### config.mk
export PLATFORM = sky130hd
export DESIGN_NAME = ks_adder_top
export DESIGN_NICKNAME = d
export VERILOG_FILES = /design/src/ks_pkg.sv /design/src/ks_group_if.sv /design/src/ks_adder_top.sv /design/src/ks_prefix_back.sv /design/src/ks_prefix_front.sv /design/src/ks_pg_stage.sv
export VERILOG_INCLUDE_DIRS = /design/src
export SDC_FILE = /design/constraint.sdc
export NUM_CORES = 1
export LEC_CHECK = 0
export ABC_AREA = 1
export BUFFER_PORTS_ARGS = -buffer_cell sky130_fd_sc_hd__buf_2
export CAP_MARGIN = 20
export CORE_UTILIZATION = 42
export CTS_BUF_LIST = sky130_fd_sc_hd__clkbuf_16
export CTS_CLUSTER_SIZE = 8
export DETAILED_ROUTE_END_ITERATION = 10
export PLACE_DENSITY_LB_ADDON = 0.3
export SYNTH_ARGS = -nofsm -noshare
export SYNTH_HDL_FRONTEND = slang
export SYNTH_SLANG_ARGS = --single-unit
### constraint.sdc
create_clock -name clk -period 0.9 [get_ports clk]
set_input_delay 0.09 -clock clk [delete_from_list [all_inputs] [get_ports clk]]
set_output_delay 0.09 -clock clk [all_outputs]
set_load 0.01 [all_outputs]
### src/ks_params.svh
`ifndef KS_PARAMS_SVH
`define KS_PARAMS_SVH

// Operand width and prefix tree depth
`define KS_WIDTH       32
`define KS_LEVELS      5

// Last prefix level ahead of the middle register
`define KS_SPLIT_LEVEL 3

// Cycles from operands to sum and cout
`define KS_LATENCY     3

`endif
### src/ks_pkg.sv
package ks_pkg;

    `include "ks_params.svh"

    ////////////////////
    // Word types
    ////////////////////

    // Operand or sum word
    typedef logic [`KS_WIDTH-1:0] operand_t;

    // Generate, alive or propagate word, one bit per position
    typedef logic [`KS_WIDTH-1:0] pg_word_t;

    ////////////////////
    // Dot cells
    ////////////////////

    // Grey dot folds the lower group or the carry-in into the upper group
    function automatic logic grey_dot(
        input logic g_hi,
        input logic a_hi,
        input logic g_lo
    );
        return g_hi | (a_hi & g_lo);
    endfunction

    // One Kogge-Stone level with span 2**(lvl-1)
    // Positions below span-1 are already final and pass through
    function automatic void prefix_level(
        input  int       lvl,
        input  logic     cin,
        input  pg_word_t g_in,
        input  pg_word_t a_in,
        output pg_word_t g_out,
        output pg_word_t a_out
    );
        int span;

        span  = 1 << (lvl - 1);
        g_out = g_in;
        a_out = a_in;
        for (int i = span - 1; i < `KS_WIDTH; i++) begin
            if (i == span - 1) begin
                // Lowest live position picks up the carry-in
                g_out[i] = grey_dot(g_in[i], a_in[i], cin);
            end else begin
                g_out[i] = grey_dot(g_in[i], a_in[i], g_in[i-span]);
            end
            // White dots also merge alive
            if (i >= 2 * span - 1) begin
                a_out[i] = a_in[i] & a_in[i-span];
            end
        end
    endfunction

endpackage

### src/ks_group_if.sv
`timescale 1ns/10ps

interface ks_group_if import ks_pkg::*; ();

    // Group generate and alive through the prefix levels
    pg_word_t g;
    pg_word_t a;

    // Bit propagate carried along for the sum
    pg_word_t p;

    logic     cin;

    modport src (
        output g,
        output a,
        output p,
        output cin
    );

    modport dst (
        input g,
        input a,
        input p,
        input cin
    );

endinterface

### src/ks_adder_top.sv
`timescale 1ns/10ps

module ks_adder_top import ks_pkg::*; (
    input  logic     clk,
    input  logic     rst_n,
    input  operand_t a,
    input  operand_t b,
    input  logic     cin,
    output operand_t sum,
    output logic     cout
);

    // Entry stage to front levels
    ks_group_if pg_link ();

    // Front levels to back levels
    ks_group_if mid_link ();

    ////////////////////
    // Pipeline stages
    ////////////////////

    ks_pg_stage u_pg_stage (
        .clk   (clk),
        .rst_n (rst_n),
        .a     (a),
        .b     (b),
        .cin   (cin),
        .pg    (pg_link)
    );

    ks_prefix_front u_prefix_front (
        .clk   (clk),
        .rst_n (rst_n),
        .pg_in (pg_link),
        .mid   (mid_link)
    );

    // Last levels, sum xor and cout
    ks_prefix_back u_prefix_back (
        .clk   (clk),
        .rst_n (rst_n),
        .mid   (mid_link),
        .sum   (sum),
        .cout  (cout)
    );

endmodule

### src/ks_prefix_back.sv
`timescale 1ns/10ps
`include "ks_params.svh"

module ks_prefix_back import ks_pkg::*; (
    input  logic     clk,
    input  logic     rst_n,
    ks_group_if.dst  mid,
    output operand_t sum,
    output logic     cout
);

    // Index split holds the middle register words
    pg_word_t g_lvl [`KS_SPLIT_LEVEL:`KS_LEVELS];
    pg_word_t a_lvl [`KS_SPLIT_LEVEL:`KS_LEVELS];

    // Carry out of each bit, top bit still without the carry-in
    pg_word_t carry;
    operand_t sum_next;
    logic     cout_next;

    ////////////////////
    // Remaining levels
    ////////////////////

    always_comb begin
        g_lvl[`KS_SPLIT_LEVEL] = mid.g;
        a_lvl[`KS_SPLIT_LEVEL] = mid.a;
        for (int lvl = `KS_SPLIT_LEVEL + 1; lvl <= `KS_LEVELS; lvl++) begin
            prefix_level(
                lvl,
                mid.cin,
                g_lvl[lvl-1],
                a_lvl[lvl-1],
                g_lvl[lvl],
                a_lvl[lvl]
            );
        end
    end

    assign carry = g_lvl[`KS_LEVELS];

    ////////////////////
    // Sum and carry-out
    ////////////////////

    always_comb begin
        sum_next[0] = mid.p[0] ^ mid.cin;
        for (int i = 1; i < `KS_WIDTH; i++) begin
            sum_next[i] = mid.p[i] ^ carry[i-1];
        end
    end

    // Whole-word group closed with the carry-in
    assign cout_next = grey_dot(
        carry[`KS_WIDTH-1],
        a_lvl[`KS_LEVELS][`KS_WIDTH-1],
        mid.cin
    );

    ////////////////////
    // Output register
    ////////////////////

    always_ff @(posedge clk or negedge rst_n) begin
        if (!rst_n) begin
            sum  <= '0;
            cout <= 1'b0;
        end else begin
            sum  <= sum_next;
            cout <= cout_next;
        end
    end

endmodule

### src/ks_prefix_front.sv
`timescale 1ns/10ps
`include "ks_params.svh"

module ks_prefix_front import ks_pkg::*; (
    input  logic    clk,
    input  logic    rst_n,
    ks_group_if.dst pg_in,
    ks_group_if.src mid
);

    // Index 0 holds the entry words, index k the words after level k
    pg_word_t g_lvl [0:`KS_SPLIT_LEVEL];
    pg_word_t a_lvl [0:`KS_SPLIT_LEVEL];

    ////////////////////
    // Levels 1 to split
    ////////////////////

    always_comb begin
        g_lvl[0] = pg_in.g;
        a_lvl[0] = pg_in.a;
        for (int lvl = 1; lvl <= `KS_SPLIT_LEVEL; lvl++) begin
            prefix_level(
                lvl,
                pg_in.cin,
                g_lvl[lvl-1],
                a_lvl[lvl-1],
                g_lvl[lvl],
                a_lvl[lvl]
            );
        end
    end

    ////////////////////
    // Middle register
    ////////////////////

    always_ff @(posedge clk or negedge rst_n) begin
        if (!rst_n) begin
            mid.g   <= '0;
            mid.a   <= '0;
            mid.p   <= '0;
            mid.cin <= 1'b0;
        end else begin
            mid.g   <= g_lvl[`KS_SPLIT_LEVEL];
            mid.a   <= a_lvl[`KS_SPLIT_LEVEL];
            // Propagate and carry-in are only delayed here
            mid.p   <= pg_in.p;
            mid.cin <= pg_in.cin;
        end
    end

endmodule

### src/ks_pg_stage.sv
`timescale 1ns/10ps
`include "ks_params.svh"

module ks_pg_stage import ks_pkg::*; (
    input  logic     clk,
    input  logic     rst_n,
    input  operand_t a,
    input  operand_t b,
    input  logic     cin,
    ks_group_if.src  pg
);

    pg_word_t gen_w;
    pg_word_t alive_w;
    pg_word_t prop_w;

    ////////////////////
    // Entry cells
    ////////////////////

    for (genvar i = 0; i < `KS_WIDTH; i++) begin : g_entry
        // Both bits set
        assign gen_w[i]   = a[i] & b[i];
        // Either bit set, so a carry into this bit passes on
        assign alive_w[i] = a[i] | b[i];
        assign prop_w[i]  = a[i] ^ b[i];
    end

    ////////////////////
    // Entry register
    ////////////////////

    always_ff @(posedge clk or negedge rst_n) begin
        if (!rst_n) begin
            pg.g   <= '0;
            pg.a   <= '0;
            pg.p   <= '0;
            pg.cin <= 1'b0;
        end else begin
            pg.g   <= gen_w;
            pg.a   <= alive_w;
            pg.p   <= prop_w;
            pg.cin <= cin;
        end
    end

endmodule

==> metrics.txt <==
status=complete, but fails checks; failing checks=DRC, hold timing, setup timing; main combinational cell family by area after synthesis=simple AND/OR/NAND/NOR gates; grt total ovfl=0; count of final setup violators=88; Vias/cell=4.30; Routed WL=19.9 mm; drt wl/cell=13.6 um; cells along the critical path=buf_2; critical path arrival=1.07 ns; initial DRC count=298; Yosys Warn Count=0; Clk pwr share=0.400; largest net degree at the start of global routing=46; Pins Over Slew Limit=0; post-synthesis compound-gate area fraction=0.00723; post-route ant nets=0; fin cells=1460; Antenna Cells=0; largest area contributor in the netlist=dfrtp_1; post-synthesis mux area share=0; required time worst endpoint=0.81 ns; PnR worst setup slack=-0.263 ns; Die W=148 um; nets=1316; root buf cell=clkbuf_16; endpoint type of the worst setup path=output port; Slowest-stage cell, CP=dfrtp_1; top post-synthesis cells by area=dfrtp_1, nand2_1, inv_1; number of fill cells=1666; Post-Syn Nets=1079; clk_skew=0.0146 ns; number of H-tree levels=1; Rel. slew slack=0.831; CTS Sinks=220; total power=25.2 mW; internal power=18.7 mW; Rows=53; Inst Count DP=1350; gate count of the mapped netlist=948; Hold WC Path Type=input port to asynchronous set/reset pin; VDD IR max=1.41 mV; GRT Util Overall=0.187; vias=6271; TritonCTS clock tree=built; detailed placer's ending HPWL=13.6 mm; Synth Area in Simple Gates=0.164; top cell type's share of synthesized area=0.612; Pleak=6.76 nW; Seq pwr share=0.456; gr busiest metal=met2; core area=21000 sq um; Die H=148 um; DRC=2; CP bufs+invs=1; min Tclk post-route=1.16 ns; CTS Hold Bufs=66; NetSw=6.42 mW; Slowest Stage Delay on Critical Path=0.39 ns; GPL Wtd Cong=0.841; Synth Area in XOR/XNOR=0.0156; # IOs=100; die area=22000 sq um; Post-DP Area=10100 sq um; first-pass GRT wire length=31.9 mm; Max-cap violations=0; First-pass DRT Iterations=7; Final period util=1.29; setup TNS=-9.74 ns; Num CTS Buffers=31; f_max=860 MHz; Post-Synth Adder-Cell Area=0.0890; nature of the critical path startpoint=flip-flop; vias in the first global route=6573; register area share after synthesis=0.612; final core area utilization=0.595; met1 Usage GRT=0.262; Area growth syn-to-layout=39.0%; layout cells sized above 1=0.364; PwrDens=2010 nW/um^2; Fin. Hold Viols=13; Synth cell types=12; initial core utilization=0.428; Reg clk slew, reported paths=0.05 ns; finished layout cell area=12500 sq um; WHS=-0.0145 ns; Yosys reg bits=220; worst slew pin tran=0.254 ns; CP delay by family, top=flip-flops; RSZ-0062 raised after global routing=yes; combinational share of power=0.144; Clock Path Buffers=3; critical-path maximum fanout=1; area of the mapped netlist=9000 sq um; initial antenna violation count=1; Mean Syn Cell Area=9.49 sq um; M3 GR Usage=0.0270; met2 GRT Util=0.297; Worst-Skew Late Latency=0.54 ns; CP Class=flip-flop to output port; # port buffers=99; Sw Ratio=0.255
area by class of cell:
type	count	area, sq um	share of cell area
flip-flops and latches	220	5530	0.442
repair buffers	204	1610	0.129
inverters	269	1010	0.0807
multi-input cells	459	3200	0.256
well taps	275	344	0.0275
clock inverters	2	38.8	0.00310
clock buffers	31	776	0.0620
metal layers:
layer	up-vias	share of wire
met4	0	0.023
met3	36	0.055
met1	2953	0.44
li1	3152	-
met2	130	0.49
met5	-	0
Yosys cell counts:
cell	n
nand3_1	21
a21oi_1	13
nand2_2	8
inv_2	2
inv_1	267
xor2_1	16
ha_1	64
nor3_2	7
nor2_1	40
nor2_2	5
nand2_1	285
dfrtp_1	220
logic make-up after synthesis:
group | Yosys count
flops | 220
compound gates | 13
fa+ha+maj | 64
simple gates | 366
xor+xnor | 16
buf+inv | 269
stage by stage:
stage	setup WS, ns	hold WS (ns)
floorplan	0.0249	-0.206
global placement	-0.153	-0.0590
detailed placement	-0.129	-0.0587
CTS	-0.270	-0.0256
global route	-0.291	-0.0132
finish	-0.263	-0.0145
registers in the layout (all words and copies together), names as in the netlist:
register / count
u_pg_stage.pg.p: 32
u_pg_stage.pg.cin: 1
u_pg_stage.pg.g: 32
u_pg_stage.pg.a: 32
u_prefix_front.mid.cin: 1
u_prefix_front.mid.a: 25
u_prefix_front.mid.p: 32
u_prefix_back.sum: 32
u_prefix_front.mid.g: 32
u_prefix_back.cout: 1
power groups by stage:
| stage | logic, mW | registers (mW) | clock network [mW] |
|---|---|---|---|
| global placement | 2.72 | 11.5 | 0 |
| finish | 3.62 | 11.5 | 10.1 |
| floorplan | 1.29 | 11.5 | 0 |
| CTS | 3.25 | 11.4 | 10.3 |
| global route | 4.07 | 11.6 | 10.7 |
| detailed placement | 2.76 | 11.5 | 0 |
layout by cell type, fill, tap and decap left out, types with 17 or more instances in the layout:
cell / instances
inv_2: 56
nand2_2: 106
inv_1: 213
dfrtp_2: 17
clkbuf_16: 31
dfrtp_1: 203
nand3_1: 17
dlygate4sd3_1: 66
nor2_4: 23
ha_1: 64
nand2_1: 161
buf_6: 22
nand2_4: 26
buf_2: 96
what timing repair did:
action,4_1_cts,5_1_grt
hold endpoints to repair,317,13
buffers inserted,7,9
gates resized for setup,111,204
pin swaps,60,127
endpoints found under the setup margin,97,110
final timing paths:
| kind | start | to | slack [ns] | depth (start not counted) |
|---|---|---|---|---|
| worst max register to register | u_pg_stage.pg.a[27] | u_prefix_front.mid.g[31] | -0.13 | 6 |
| worst min-delay path | rst_n | u_pg_stage.pg.g[30] | -0.01 | 2 |
| min in group clk | cin | u_pg_stage.pg.cin | 0.21 | 2 |
| max in group asynchronous | rst_n | u_prefix_back.sum[21] | 0.41 | 3 |
| worst max-delay path | u_prefix_back.sum[19] | sum[19] | -0.26 | 1 |
| worst min register to register | u_pg_stage.pg.p[5] | u_prefix_front.mid.p[5] | 0.34 | 0 |
Power figures use the tool's default switching activity.
